==> src/verilog/camera_cmd_pkg.sv <==
/*
 * Camera command definitions
 * Opcodes, response and operand types, and the capture state encoding
 */
package camera_cmd_pkg;

    typedef logic [7:0] opcode_t;
    typedef logic [7:0] response_t;
    typedef logic [1:0] operand_count_t;

    // Host opcodes
    localparam opcode_t OP_CAPTURE         = 8'h20;
    localparam opcode_t OP_BYTES_AVAILABLE = 8'h21;
    localparam opcode_t OP_READ_DATA       = 8'h22;
    localparam opcode_t OP_METERING        = 8'h25;

    // Capture waits in ARMED for the next frame start
    typedef enum logic [1:0] {
        IDLE,
        ARMED,
        ACTIVE
    } capture_state_t;

endpackage

==> src/verilog/camera_pixel_pkg.sv <==
/*
 * Camera pixel path definitions
 * Pixel widths, crop window and image buffer geometry
 */
package camera_pixel_pkg;

    typedef logic [9:0]  raw_pixel_t;
    typedef logic [7:0]  pixel_byte_t;
    typedef logic [31:0] buffer_word_t;
    typedef logic [15:0] byte_count_t;
    typedef logic [3:0]  word_address_t;

    // Crop window, start inclusive and end exclusive
    localparam byte_count_t X_CROP_START = 16'd4;
    localparam byte_count_t X_CROP_END   = 16'd12;
    localparam byte_count_t Y_CROP_START = 16'd2;
    localparam byte_count_t Y_CROP_END   = 16'd6;

    // 8 x 4 window
    localparam byte_count_t CAPTURE_BYTES      = 16'd32;
    localparam int          CAPTURE_BYTES_LOG2 = 5;

    localparam int BUFFER_WORDS = 16;

endpackage

==> src/verilog/buffer_read_if.sv <==
/*
 * Image buffer byte read port
 * Four-phase req/ack handshake between controller and memory
 */
interface buffer_read_if;
    import camera_pixel_pkg::*;

    logic        req;
    logic        ack;
    byte_count_t address;
    pixel_byte_t data;

    modport controller (output req, output address, input ack, input data);
    modport memory (input req, input address, output ack, output data);

endinterface

==> src/verilog/crop.sv <==
/*
 * Crop
 * Tracks pixel position and passes only the pixels inside the crop window
 */
module crop (
    input  logic                          clock_spi_in,
    input  logic                          mipi_byte_reset_n,
    input  camera_pixel_pkg::raw_pixel_t  pixel_i,
    input  logic                          line_valid_i,
    input  logic                          frame_valid_i,
    output camera_pixel_pkg::pixel_byte_t pixel_o,
    output logic                          pixel_valid_o,
    output logic                          frame_valid_o
);
    import camera_pixel_pkg::*;

    byte_count_t x_count;
    byte_count_t y_count;
    logic        line_valid_d;
    logic        in_window;

    assign in_window = x_count >= X_CROP_START && x_count < X_CROP_END &&
                       y_count >= Y_CROP_START && y_count < Y_CROP_END;

    always_ff @(posedge clock_spi_in or negedge mipi_byte_reset_n) begin
        if (!mipi_byte_reset_n) begin
            x_count       <= '0;
            y_count       <= '0;
            line_valid_d  <= 1'b0;
            pixel_valid_o <= 1'b0;
            frame_valid_o <= 1'b0;
        end else begin
            line_valid_d  <= line_valid_i;
            frame_valid_o <= frame_valid_i;
            pixel_valid_o <= frame_valid_i && line_valid_i && in_window;

            // frame_valid_o is also the delayed flag for the frame start edge
            if (frame_valid_i && !frame_valid_o) begin
                x_count <= '0;
                y_count <= '0;
            end else if (line_valid_i) begin
                x_count <= x_count + 1'b1;
            end else if (line_valid_d) begin
                // End of line
                x_count <= '0;
                y_count <= y_count + 1'b1;
            end
        end
    end

    // Keep the top eight bits of the raw pixel
    always_ff @(posedge clock_spi_in) begin
        pixel_o <= pixel_i[$bits(raw_pixel_t)-1 -: $bits(pixel_byte_t)];
    end

endmodule

==> src/verilog/metering.sv <==
/*
 * Metering
 * Averages the cropped pixels of each frame into one brightness byte
 */
module metering (
    input  logic                          clock_spi_in,
    input  logic                          mipi_byte_reset_n,
    input  camera_pixel_pkg::pixel_byte_t pixel_i,
    input  logic                          pixel_valid_i,
    input  logic                          frame_valid_i,
    output camera_pixel_pkg::pixel_byte_t metering_o
);
    import camera_pixel_pkg::*;

    // Wide enough for CAPTURE_BYTES full-scale pixels
    logic [$bits(pixel_byte_t)+CAPTURE_BYTES_LOG2-1:0] sum;
    byte_count_t pixel_count;
    logic        frame_valid_d;

    always_ff @(posedge clock_spi_in or negedge mipi_byte_reset_n) begin
        if (!mipi_byte_reset_n) begin
            sum           <= '0;
            pixel_count   <= '0;
            frame_valid_d <= 1'b0;
            metering_o    <= '0;
        end else begin
            frame_valid_d <= frame_valid_i;

            if (frame_valid_i && !frame_valid_d) begin
                sum         <= '0;
                pixel_count <= '0;
            end else if (pixel_valid_i) begin
                sum         <= sum + pixel_i;
                pixel_count <= pixel_count + 1'b1;
            end

            // Frame end, divide by the window size
            if (!frame_valid_i && frame_valid_d) begin
                metering_o <= sum[CAPTURE_BYTES_LOG2 +: $bits(pixel_byte_t)];
            end
        end
    end

    // Crop must never deliver more pixels than the window holds
    assert property (@(posedge clock_spi_in) disable iff (!mipi_byte_reset_n)
        pixel_valid_i |-> pixel_count < CAPTURE_BYTES)
        else $error("metering: more than CAPTURE_BYTES pixels in one frame");

endmodule

==> src/verilog/pixel_packer.sv <==
/*
 * Pixel packer
 * Packs four cropped pixels per buffer word and writes them during a capture
 */
module pixel_packer (
    input  logic                            clock_spi_in,
    input  logic                            mipi_byte_reset_n,
    input  logic                            capture_active_i,
    input  camera_pixel_pkg::pixel_byte_t   pixel_i,
    input  logic                            pixel_valid_i,
    output camera_pixel_pkg::word_address_t write_address_o,
    output camera_pixel_pkg::buffer_word_t  write_data_o,
    output logic                            write_enable_o,
    output camera_pixel_pkg::byte_count_t   bytes_written_o
);
    import camera_pixel_pkg::*;

    logic [1:0]   lane;
    logic         capture_active_d;
    buffer_word_t packed_word;

    assign write_data_o = packed_word;

    always_ff @(posedge clock_spi_in or negedge mipi_byte_reset_n) begin
        if (!mipi_byte_reset_n) begin
            lane             <= '0;
            capture_active_d <= 1'b0;
            write_address_o  <= '0;
            write_enable_o   <= 1'b0;
            bytes_written_o  <= '0;
        end else begin
            capture_active_d <= capture_active_i;
            write_enable_o   <= 1'b0;

            if (capture_active_i && !capture_active_d) begin
                lane            <= '0;
                write_address_o <= '0;
                bytes_written_o <= '0;
            end else begin
                if (capture_active_i && pixel_valid_i) begin
                    lane           <= lane + 1'b1;
                    write_enable_o <= lane == 2'd3;
                end
                if (write_enable_o) begin
                    write_address_o <= write_address_o + 1'b1;
                    bytes_written_o <= bytes_written_o + 16'd4;
                end
            end
        end
    end

    // Shift in from the top so the first pixel lands in the low byte
    always_ff @(posedge clock_spi_in) begin
        if (capture_active_i && pixel_valid_i) begin
            packed_word <= {pixel_i,
                            packed_word[$bits(buffer_word_t)-1:$bits(pixel_byte_t)]};
        end
    end

    // The 4-bit address wraps silently, the byte count shows the overrun
    assert property (@(posedge clock_spi_in) disable iff (!mipi_byte_reset_n)
        write_enable_o |-> bytes_written_o < BUFFER_WORDS * 4)
        else $error("pixel_packer: write past the end of the image buffer");

endmodule

==> src/verilog/image_buffer.sv <==
/*
 * Image buffer
 * Word-wide write port, byte-wide read port served with a four-phase handshake
 */
module image_buffer (
    input  logic                            clock_spi_in,
    input  logic                            mipi_byte_reset_n,
    input  camera_pixel_pkg::word_address_t write_address_i,
    input  camera_pixel_pkg::buffer_word_t  write_data_i,
    input  logic                            write_enable_i,
    buffer_read_if.memory                   read
);
    import camera_pixel_pkg::*;

    buffer_word_t memory [BUFFER_WORDS];
    buffer_word_t read_word;

    // Byte address bits 1:0 pick the lane within the word
    assign read_word = memory[read.address[2 +: $bits(word_address_t)]];

    always_ff @(posedge clock_spi_in) begin
        if (write_enable_i) begin
            memory[write_address_i] <= write_data_i;
        end
        if (read.req && !read.ack) begin
            read.data <= read_word[{read.address[1:0], 3'b000} +: $bits(pixel_byte_t)];
        end
    end

    always_ff @(posedge clock_spi_in or negedge mipi_byte_reset_n) begin
        if (!mipi_byte_reset_n) begin
            read.ack <= 1'b0;
        end else if (read.req && !read.ack) begin
            read.ack <= 1'b1;
        end else if (!read.req) begin
            read.ack <= 1'b0;
        end
    end

    // The request must still stand when its byte is delivered
    assert property (@(posedge clock_spi_in) disable iff (!mipi_byte_reset_n)
        $rose(read.ack) |-> read.req)
        else $error("image_buffer: ack raised without a request");

endmodule

==> src/verilog/camera_control.sv <==
/*
 * Camera controller
 * Decodes host opcodes, runs the capture FSM and prefetches read bytes
 */
module camera_control (
    input  logic                           clock_spi_in,
    input  logic                           mipi_byte_reset_n,
    input  camera_cmd_pkg::opcode_t        op_code_i,
    input  logic                           op_code_valid_i,
    input  logic                           operand_valid_i,
    input  camera_cmd_pkg::operand_count_t operand_count_i,
    input  logic                           frame_valid_i,
    input  camera_pixel_pkg::byte_count_t  bytes_written_i,
    input  camera_pixel_pkg::pixel_byte_t  metering_i,
    output logic                           capture_active_o,
    output camera_cmd_pkg::response_t      response_o,
    output logic                           response_valid_o,
    buffer_read_if.controller              read
);
    import camera_cmd_pkg::*;
    import camera_pixel_pkg::*;

    capture_state_t state;
    logic           frame_valid_d;
    logic           operand_valid_d;
    logic           capture_cmd;
    logic           advance;
    logic           prefetch_pending;
    logic           prefetch_issue;
    byte_count_t    bytes_read;
    byte_count_t    bytes_written_d;
    byte_count_t    bytes_available;
    response_t      read_byte;

    // Capture is only accepted while idle
    assign capture_cmd = op_code_valid_i && op_code_i == OP_CAPTURE && state == IDLE;

    // Rising operand strobe during a read moves to the next byte
    assign advance = op_code_valid_i && op_code_i == OP_READ_DATA &&
                     operand_valid_i && !operand_valid_d;

    assign prefetch_issue   = prefetch_pending && !read.req && !read.ack;
    assign bytes_available  = bytes_written_i - bytes_read;
    assign capture_active_o = state == ACTIVE;

    always_ff @(posedge clock_spi_in or negedge mipi_byte_reset_n) begin
        if (!mipi_byte_reset_n) begin
            state         <= IDLE;
            frame_valid_d <= 1'b0;
        end else begin
            frame_valid_d <= frame_valid_i;
            case (state)
                IDLE: begin
                    if (capture_cmd) state <= ARMED;
                end
                ARMED: begin
                    if (frame_valid_i && !frame_valid_d) state <= ACTIVE;
                end
                ACTIVE: begin
                    if (!frame_valid_i && frame_valid_d) state <= IDLE;
                end
                default: state <= IDLE;
            endcase
        end
    end

    // Read pointer and prefetch handshake
    always_ff @(posedge clock_spi_in or negedge mipi_byte_reset_n) begin
        if (!mipi_byte_reset_n) begin
            operand_valid_d  <= 1'b0;
            bytes_read       <= '0;
            bytes_written_d  <= '0;
            prefetch_pending <= 1'b0;
            read.req         <= 1'b0;
        end else begin
            operand_valid_d <= operand_valid_i;
            bytes_written_d <= bytes_written_i;

            if (capture_cmd) begin
                bytes_read <= '0;
            end else if (advance) begin
                bytes_read <= bytes_read + 1'b1;
            end

            if (prefetch_issue) begin
                read.req         <= 1'b1;
                prefetch_pending <= 1'b0;
            end else if (read.req && read.ack) begin
                read.req <= 1'b0;
            end

            // New data in the buffer or a moved pointer needs a fresh byte
            if (advance || bytes_written_i != bytes_written_d) begin
                prefetch_pending <= 1'b1;
            end
        end
    end

    always_ff @(posedge clock_spi_in) begin
        if (prefetch_issue) begin
            read.address <= bytes_read;
        end
        if (read.req && read.ack) begin
            read_byte <= read.data;
        end
    end

    always_ff @(posedge clock_spi_in or negedge mipi_byte_reset_n) begin
        if (!mipi_byte_reset_n) begin
            response_o       <= '0;
            response_valid_o <= 1'b0;
        end else begin
            response_valid_o <= 1'b0;
            if (op_code_valid_i) begin
                case (op_code_i)
                    OP_BYTES_AVAILABLE: begin
                        // High byte first
                        response_o <= operand_count_i == '0 ? bytes_available[15:8]
                                                           : bytes_available[7:0];
                        response_valid_o <= 1'b1;
                    end
                    OP_READ_DATA: begin
                        response_o       <= read_byte;
                        response_valid_o <= 1'b1;
                    end
                    OP_METERING: begin
                        response_o       <= metering_i;
                        response_valid_o <= 1'b1;
                    end
                    default: response_valid_o <= 1'b0;
                endcase
            end
        end
    end

    assert property (@(posedge clock_spi_in) disable iff (!mipi_byte_reset_n)
        state inside {IDLE, ARMED, ACTIVE})
        else $error("camera_control: illegal capture state");

endmodule

==> src/verilog/camera.sv <==
/*
 * Camera capture top level
 * Crop, metering, packing and image buffer behind a byte-wide command port
 */
module camera (
    input  logic                           clock_spi_in,
    input  logic                           mipi_byte_reset_n,
    input  camera_pixel_pkg::raw_pixel_t   pixel_i,
    input  logic                           line_valid_i,
    input  logic                           frame_valid_i,
    input  camera_cmd_pkg::opcode_t        op_code_i,
    input  logic                           op_code_valid_i,
    input  logic                           operand_valid_i,
    input  camera_cmd_pkg::operand_count_t operand_count_i,
    output camera_cmd_pkg::response_t      response_o,
    output logic                           response_valid_o
);
    import camera_pixel_pkg::*;

    pixel_byte_t   crop_pixel;
    logic          crop_pixel_valid;
    logic          crop_frame_valid;
    pixel_byte_t   metering;
    logic          capture_active;
    byte_count_t   bytes_written;
    word_address_t write_address;
    buffer_word_t  write_data;
    logic          write_enable;

    buffer_read_if read_bus ();

    crop crop_inst (
        .clock_spi_in      (clock_spi_in),
        .mipi_byte_reset_n (mipi_byte_reset_n),
        .pixel_i           (pixel_i),
        .line_valid_i      (line_valid_i),
        .frame_valid_i     (frame_valid_i),
        .pixel_o           (crop_pixel),
        .pixel_valid_o     (crop_pixel_valid),
        .frame_valid_o     (crop_frame_valid)
    );

    metering metering_inst (
        .clock_spi_in      (clock_spi_in),
        .mipi_byte_reset_n (mipi_byte_reset_n),
        .pixel_i           (crop_pixel),
        .pixel_valid_i     (crop_pixel_valid),
        .frame_valid_i     (crop_frame_valid),
        .metering_o        (metering)
    );

    pixel_packer pixel_packer_inst (
        .clock_spi_in      (clock_spi_in),
        .mipi_byte_reset_n (mipi_byte_reset_n),
        .capture_active_i  (capture_active),
        .pixel_i           (crop_pixel),
        .pixel_valid_i     (crop_pixel_valid),
        .write_address_o   (write_address),
        .write_data_o      (write_data),
        .write_enable_o    (write_enable),
        .bytes_written_o   (bytes_written)
    );

    image_buffer image_buffer_inst (
        .clock_spi_in      (clock_spi_in),
        .mipi_byte_reset_n (mipi_byte_reset_n),
        .write_address_i   (write_address),
        .write_data_i      (write_data),
        .write_enable_i    (write_enable),
        .read              (read_bus.memory)
    );

    // Capture follows the raw frame flag, ahead of the cropped pixels
    camera_control camera_control_inst (
        .clock_spi_in      (clock_spi_in),
        .mipi_byte_reset_n (mipi_byte_reset_n),
        .op_code_i         (op_code_i),
        .op_code_valid_i   (op_code_valid_i),
        .operand_valid_i   (operand_valid_i),
        .operand_count_i   (operand_count_i),
        .frame_valid_i     (frame_valid_i),
        .bytes_written_i   (bytes_written),
        .metering_i        (metering),
        .capture_active_o  (capture_active),
        .response_o        (response_o),
        .response_valid_o  (response_valid_o),
        .read              (read_bus.controller)
    );

endmodule

==> config.mk <==
export PLATFORM = sky130hd
export DESIGN_NAME = camera
export DESIGN_NICKNAME = d
export VERILOG_FILES = /design/src/verilog/camera_cmd_pkg.sv /design/src/verilog/camera_pixel_pkg.sv /design/src/verilog/buffer_read_if.sv /design/src/verilog/crop.sv /design/src/verilog/metering.sv /design/src/verilog/pixel_packer.sv /design/src/verilog/image_buffer.sv /design/src/verilog/camera_control.sv /design/src/verilog/camera.sv
export SDC_FILE = /design/constraint.sdc
export NUM_CORES = 1
export LEC_CHECK = 0
export ABC_AREA = 1
export BUFFER_PORTS_ARGS = -buffer_cell sky130_fd_sc_hd__buf_4
export CAP_MARGIN = 20
export CORE_ASPECT_RATIO = 0.9
export CORE_UTILIZATION = 36
export DETAILED_ROUTE_END_ITERATION = 6
export HOLD_SLACK_MARGIN = 0.08
export PLACE_DENSITY_LB_ADDON = 0.2
export RECOVER_POWER = 100
export SLEW_MARGIN = 20
export SYNTH_ARGS = -nofsm -noshare
export SYNTH_HDL_FRONTEND = slang
export SYNTH_SLANG_ARGS = --single-unit
==> constraint.sdc <==
create_clock -name clock_spi_in -period 3.48 [get_ports clock_spi_in]
set_clock_uncertainty 0.05 [all_clocks]
set_input_delay 0.522 -clock clock_spi_in [delete_from_list [all_inputs] [get_ports clock_spi_in]]
set_output_delay 0.522 -clock clock_spi_in [all_outputs]
set_load 0.02 [all_outputs]
==> results of run 1 <==
-- registers in the layout, indices dropped and copies added (netlist names), 2 cells and up, named ones only --
name	cells
image_buffer_inst.memory	512
pixel_packer_inst.write_data_o	32
camera_control_inst.bytes_read	16
crop_inst.x_count	16
crop_inst.y_count	16
camera_control_inst.bytes_written_d	14
pixel_packer_inst.bytes_written_o	14
metering_inst.sum	13
camera_control_inst.read_byte	8
camera_control_inst.response_o	8
crop_inst.pixel_o	8
image_buffer_inst.read.data	8
metering_inst.metering_o	8
camera_control_inst.read.address	6
pixel_packer_inst.write_address_o	4
camera_control_inst.state	2
pixel_packer_inst.lane	2
-- cell usage after synthesis, types with 33 or more instances --
master	n	area [um2]
edfxtp_1	566	17000
nand2_1	478	1790
nor2_1	363	1360
o21ai_0	230	1150
inv_1	151	567
o22ai_1	135	845
dfrtp_1	124	3100
nand3_1	118	591
o21ai_1	99	495
a21oi_1	60	300
clkbuf_1	56	210
ha_1	33	413
-- worst paths after layout --
kind                                                              from                                          endpoint  slack (ns)  cells after the start
setup / recovery                                                  flop          image_buffer_inst.read.data[6]$_DFFE_PP_        0.51                     11
hold / removal                                         op_code_valid_i    camera_control_inst.bytes_read[15]$_DFFE_PN0P_        0.29                      4
setup reg to reg                                                  flop          image_buffer_inst.read.data[6]$_DFFE_PP_        0.51                     11
hold reg to reg            camera_control_inst.frame_valid_d$_DFF_PN0_             metering_inst.frame_valid_d$_DFF_PN0_        0.34                      0
max in group asynchronous                            mipi_byte_reset_n                  crop_inst.x_count[1]$_DFFE_PN0P_        1.48                      3
min in group asynchronous                            mipi_byte_reset_n  pixel_packer_inst.bytes_written_o[9]$_DFFE_PN0N_        0.79                      2
-- worst reg2reg max path: cells and delay by family, from the launching register on --
family / cells / cell delay [ns]
buf+inv: 3 / 1.51
simple gates: 6 / 0.55
flops: 1 / 0.45
compound gates: 2 / 0.27
-- metal layers --
layer  vias up  part of all wire (%)  wire, um
li1       9427                     -         -
met1      9894                    47     35300
met2       475                    47     35400
met3       113                   4.8      3670
met4         0                   1.9      1420
met5         -                     0         0
-- final cells by class --
class	count	share of cell area, %
Clock buffer	102	6.34
Clock inverter	36	0.810
Inverter	160	1.81
Multi-Input combinational cell	1658	24.1
Sequential cell	702	60.7
Tap cell	1060	3.96
Timing Repair Buffer	97	2.22
-- cells by family after synthesis --
group	Yosys count
AO/OA/AOI/OAI	545
XOR/XNOR	29
adder cells (fa/ha/maj)	34
buffers and inverters	279
flip-flops	702
multiplexers	3
AND/OR/NAND/NOR	1047
-- through the flow --
| stage | worst slack, ns | utilization (%) | instance area [um2] | std cells |
|---|---|---|---|---|
| floorplan | 0.782 | - | 29600 | 2639 |
| global placement | 1.01 | 38.4 | 31200 | 3665 |
| detailed placement | 0.994 | 38.4 | 31200 | 3665 |
| CTS | 0.976 | 41.5 | 33700 | 3815 |
| global route | 0.319 | 41.3 | 33500 | 3815 |
| finish | 0.508 | 41.3 | 33500 | 3815 |
-- power by group --
| group | internal (W) | switching, W |
|---|---|---|
| sequential | 0.00910 | 0.0000891 |
| clock | 0.00451 | 0.00323 |
| combinational | 0.000301 | 0.000654 |
| total | 0.0139 | 0.00397 |
==> results.md, run 1 <==
- Post-synthesis simple-gate area fraction: 14.6%
- Via Count: 19900
- Drt via density: 5.22
- # DRC: 0
- Crit-path max FO: 57
- Min Tclk post-route: 2.97 ns
- GR Util met1: 25.2%
- First-pass DRT Iterations: 5
- Antenna Violating Nets Remaining: 0
- RSZ-0062 raised after global routing: false
- Grt ovf: 0
- GPL Wtd Cong: 0.836
- Total wire length: 75800 um
- Met3 usage: 2.61%
- Async S/R FF share, synth: 17.7%
- Final net count: 2755
- Total die area: 0.0833 mm2
- Data arrival, critical path: 3.39 ns
- Fillers: 7559
- Lkg Pwr: 12.4 nW
- Multi-input gate area: 0.00808 mm2
- Most used cell, CP: nand2_1
- Post-synth EDFFs: 566
- GRT Max-Usage Layer: met2
- Crit path largest cell delay: 0.72 ns
- Status: finished with violations
- Ys Warns: 0
- Num rows: 99
- # setup viols final: 0
- Worst Hold Margin: 0.287 ns
- Synthesized instance count: 2639
- Insertion delay to the later sink of the worst-skew pair: 0.62 ns
- Largest family of logic cells by synthesized area: simple AND/OR/NAND/NOR gates
- Reg area: 0.0203 mm2
- XOR/XNOR Fraction of Synth Area: 0.859%
- Worst vdd ir: 0.000329 V
- Largest delay contributor family on the critical path: buffers and inverters
- Cell Chain, Critical Path: inv_6 -> clkbuf_4 -> buf_4 -> o21ai_0 -> o22ai_1 -> nand2_1 -> nand2_1 -> nand2_1 -> nand3_1 -> nand3_1 -> nand2_1
- Initial antenna violation count: 0
- GRT met2 Usage: 29.8%
- DR WL/cell: 19.9 um
- CTS Root Cell: clkbuf_16
- Sequential fraction of the synthesis area: 68.8%
- Final HPWL DP: 41000 um
- P per Cell Area: 534 mW/mm2
- I/O pin count: 35
- Diode count: 0
- First-pass GRT wire length: 116000 um
- Worst Hold Class: input port to flop
- Max Clk Rate: 0.336 GHz
- Commonest non-fill, non-tap cells in the layout: 566 x edfxtp_1, 479 x nand2_1, 348 x nor2_1
- Worst slew pin tran: 1.79 ns
- Largest net degree at the start of global routing: 95
- Critical path data required time: 3.90 ns
- Slew Viols, Final: 146
- Clk slew on worst S/H paths: 0.06 ns
- CTS Buffer Depth: 3
- Vias in the first global route: 19400
- Post-synthesis mux area share: 0.114%
- Mapped Area: 0.0296 mm2
- Fin crit share: 85.4%
- Unique masters post-synth: 51
- Synth Flop Type: edfxtp_1
- Synth Area in Adders: 1.46%
- Sum Neg Setup Slack: 0 ns
- Total Power: 0.0179 W
- Initial DRC count: 1707
- Syn Area/Cell: 11.2 um2
- Final hold vios: 0
- Total CTS buffers: 76
- Post-CTS Setup Inserts: 0
- GRT Total Usage: 18.2%
- TritonCTS clock tree: done
- CP startpoint kind: flop
- Slew headroom: -19.3%
- Initial Util: 36.4%
- Critical path type: flop to flop
- Max-cap violations: 4
- Layout area overhead: 13.3%
- Complex-gate fraction of the synthesized area: 10.0%
- Slowest CP cell: clkbuf_4
- Setup crit end kind: flop
- Post-synthesis register bit count: 702
- Die height: 274 um
- Hold-fix buffer count after cts: 12
- Syn nets: 2699
- Clk sinks: 702
- Violations in the final reports: max-capacitance violations, max-slew violations
- Post-cts sizing count: 0
- Fraction of layout cells with a size suffix above 1: 7.66%
- Core ar.: 0.0811 mm2
- Die width: 304 um
- Bufs and invs on worst path: 3
- Most common cell after layout, fill and taps aside: edfxtp_1
- H-tree levels: 3
- PortBufs: 32
No activity file was read; power rests on OpenSTA's default activity.
==> run 2, diff against run 1 <==
--- a/config.mk
+++ b/config.mk
@@ -14,6 +14,7 @@
 export HOLD_SLACK_MARGIN = 0.08
 export PLACE_DENSITY_LB_ADDON = 0.2
 export RECOVER_POWER = 100
+export REMOVE_ABC_BUFFERS = 1
 export SLEW_MARGIN = 20
 export SYNTH_ARGS = -nofsm -noshare
 export SYNTH_HDL_FRONTEND = slang
==> run 2 against run 1 <==
Effect of this change:
- the flow still finishes with violations (max-capacitance violations, max-slew violations)
- cell area hardly changed
- cell count is 0.26% lower
- non-clock buffer count is 11 lower
- critical path depth is 2 lower
- total power is 1.2% higher
- clock power is 2.8% higher
- sequential share of layout area hardly changed
- via count is 0.56% higher
- register-to-register slack better by 0.10 ns
- combinational power is 1% lower
- first-iteration DRC count is 1.3% lower
- critical path type unchanged
==> results.md, run 2 (same netlist as run 1, synthesis figures left out) <==
- Max Clk Rate: 0.348 GHz (+3.5%)
- Total wire length: 76100 um (+0.43%)
- Data arrival, critical path: 3.30 ns (-0.09 ns)
- Vias in the first global route: 19500 (+0.45%)
- Total CTS buffers: 75 (-1.3%)
- Worst vdd ir: 0.000377 V (+15%)
- Fillers: 7626 (+0.89%)
- Clk slew on worst S/H paths: 0.06 ns (about the same)
- Die height: 274 um (unchanged)
- Final hold vios: 0 (unchanged)
- Reg2Reg Depth: 9 (-2)
- Die width: 304 um (unchanged)
- CTS Root Cell: clkbuf_16
- Setup crit end kind: flop
- Worst Hold Class: input port to flop
- Num rows: 99 (unchanged)
- Core ar.: 0.0811 mm2 (unchanged)
- PortBufs: 32 (unchanged)
- H-tree levels: 3 (unchanged)
- Lkg Pwr: 12.4 nW (about the same)
- Post-CTS Setup Inserts: 0 (unchanged)
- Most common cell after layout, fill and taps aside: edfxtp_1
- Min Tclk post-route: 2.87 ns (-0.101 ns)
- I/O pin count: 35 (unchanged)
- Final net count: 2743 (-0.44%)
- Layout area overhead: 13.3% (about the same)
- Worst slew pin tran: 1.91 ns (+0.116 ns)
- Violations in the final reports: max-capacitance violations, max-slew violations
- First-pass DRT Iterations: 5 (unchanged)
- Initial Util: 36.4% (unchanged)
- Slew headroom: -27.1% (-7.7 points)
- Commonest non-fill, non-tap cells in the layout: 566 x edfxtp_1, 479 x nand2_1, 347 x nor2_1
- Fin crit share: 82.5% (-2.9 points)
- GPL Wtd Cong: 0.794 (-5.0%)
- DR WL/cell: 20.0 um (+0.69%)
- Clk sinks: 702 (unchanged)
- P per Cell Area: 540 mW/mm2 (+1.1%)
- Critical path type: flop to flop
- Crit-path max FO: 42 (-26%)
- FF-to-FF setup slack: 0.61 ns (+0.10 ns)
- Via Count: 20000 (+0.56%)
- TritonCTS clock tree: done
- Fraction of layout cells with a size suffix above 1: 7.43% (-0.23 points)
- Max reg flops: 512 (unchanged)
- RSZ-0062 raised after global routing: false
- Final HPWL DP: 40300 um (-1.7%)
- Insertion delay to the later sink of the worst-skew pair: 0.64 ns (+0.02 ns)
- Antenna Violating Nets Remaining: 0 (unchanged)
- CTS Buffer Depth: 3 (unchanged)
- Critical path data required time: 3.91 ns (about the same)
- CP startpoint kind: flop
- Total die area: 0.0833 mm2 (unchanged)
- Diode count: 0 (unchanged)
- Sum Neg Setup Slack: 0 ns (unchanged)
- Biggest register: image_buffer_inst.memory
- # DRC: 0 (unchanged)
- Hold Crit Depth: 4 (unchanged)
- Status: finished with violations
- Max-cap violations: 11 (+7)
- Grt ovf: 0 (unchanged)
- Post-cts sizing count: 0 (unchanged)
- Final core occ: 41.3% (about the same)
- Hold endpoint: camera_control_inst.bytes_read[15]$_DFFE_PN0P_
- First-pass GRT wire length: 116000 um (about the same)
- Initial DRC count: 1685 (-1.3%)
- Initial antenna violation count: 0 (unchanged)
- Largest net degree at the start of global routing: 129 (+36%)
- Slew Viols, Final: 366 (+150%)
- Worst reg2reg endpoint: image_buffer_inst.read.data[2]$_DFFE_PP_
- # setup viols final: 0 (unchanged)
- GRT Total Usage: 18.3% (+0.15 points)
- Hold_sp: op_code_valid_i
- Drt via density: 5.26 (+0.83%)
[run 2: cell count changes in the layout (fill, tap and decap cells not counted), moves of 2 or more]
| cell | change |
|---|---|
| buf_12 | +3 |
| buf_4 | -12 |
| bufinv_16 | +3 |
| clkbuf_16 | -4 |
| clkinv_1 | -2 |
| clkinv_4 | +3 |
| clkinvlp_4 | -3 |
| nor2_2 | +2 |
[run 2: how the worst max path moves through the flow]
stage / start / to / slack [ns] / depth (start not counted)
after floorplan: flop / image_buffer_inst.read.data[1]$_DFFE_PP_ / -4.10 / 9
after global placement: camera_control_inst.state[0]$_DFFE_PN0P_ / pixel_packer_inst.bytes_written_o[3]$_DFFE_PN0N_ / 0.96 / 8
after detailed placement: camera_control_inst.state[0]$_DFFE_PN0P_ / pixel_packer_inst.bytes_written_o[3]$_DFFE_PN0N_ / 0.93 / 8
after CTS: camera_control_inst.state[0]$_DFFE_PN0P_ / pixel_packer_inst.bytes_written_o[3]$_DFFE_PN0N_ / 0.91 / 8
after global routing: frame_valid_i / crop_inst.y_count[12]$_DFFE_PN0P_ / 0.33 / 10
final: flop / image_buffer_inst.read.data[2]$_DFFE_PP_ / 0.61 / 9
[run 2: area by class of cell]
| cell class | instances | area, um2 | share of cell area (%) |
|---|---|---|---|
| clock buffer | 98 | 2020 | 6.04 |
| sequential | 702 | 20300 | 60.7 |
| inverter | 160 | 608 | 1.81 |
| multi-input combinational | 1658 | 8080 | 24.1 |
| clock inverter | 41 | 433 | 1.29 |
| tap | 1060 | 1330 | 3.96 |
| timing repair buffer | 86 | 701 | 2.09 |
[run 2: metal layers]
metal | global-route usage [%] | vias up | share of wire [%]
met1 | 25.8 | 10000 | 47
met2 | 29.3 | 468 | 45
met3 | 2.48 | 125 | 4.7
li1 | - | 9393 | -
met5 | 0 | - | 0
met4 | 5.70 | 0 | 2.5
[run 2: what timing repair did]
item	4_1_cts	5_1_grt
hold buffers	12	0
hold endpoints to repair	80	0
setup endpoints to repair	0	0
[run 2: worst max-delay path, cell delays in order, from the launching register on]
cell	delay, ns
dfxtp_2	0.70
clkbuf_2	0.76
o21ai_0	0.22
o22ai_1	0.23
nand2_1	0.08
nand2_1	0.09
nand2_1	0.05
nand3_1	0.14
nand3_1	0.18
nand2_1	0.18
[run 2: power by group]
group	switching, W	total [W]	internal (W)
Clock	0.00336	0.00796	0.00460
Combinational	0.000650	0.000944	0.000294
Sequential	0.0000907	0.00919	0.00910
[run 2: stage by stage]
stage	worst slack, ns	instance area, um2	hold slack, ns	instances	power, W
2_1_floorplan	-4.10	28900	0.176	2520	0.00995
6_report	0.609	33500	0.255	3805	0.0181
3_5_place_dp	0.928	31100	0.322	3654	0.0103
5_1_grt	0.330	33500	0.279	3805	0.0187
3_3_place_gp	0.955	31100	0.310	3654	0.0103
4_1_cts	0.911	33700	0.228	3805	0.0183
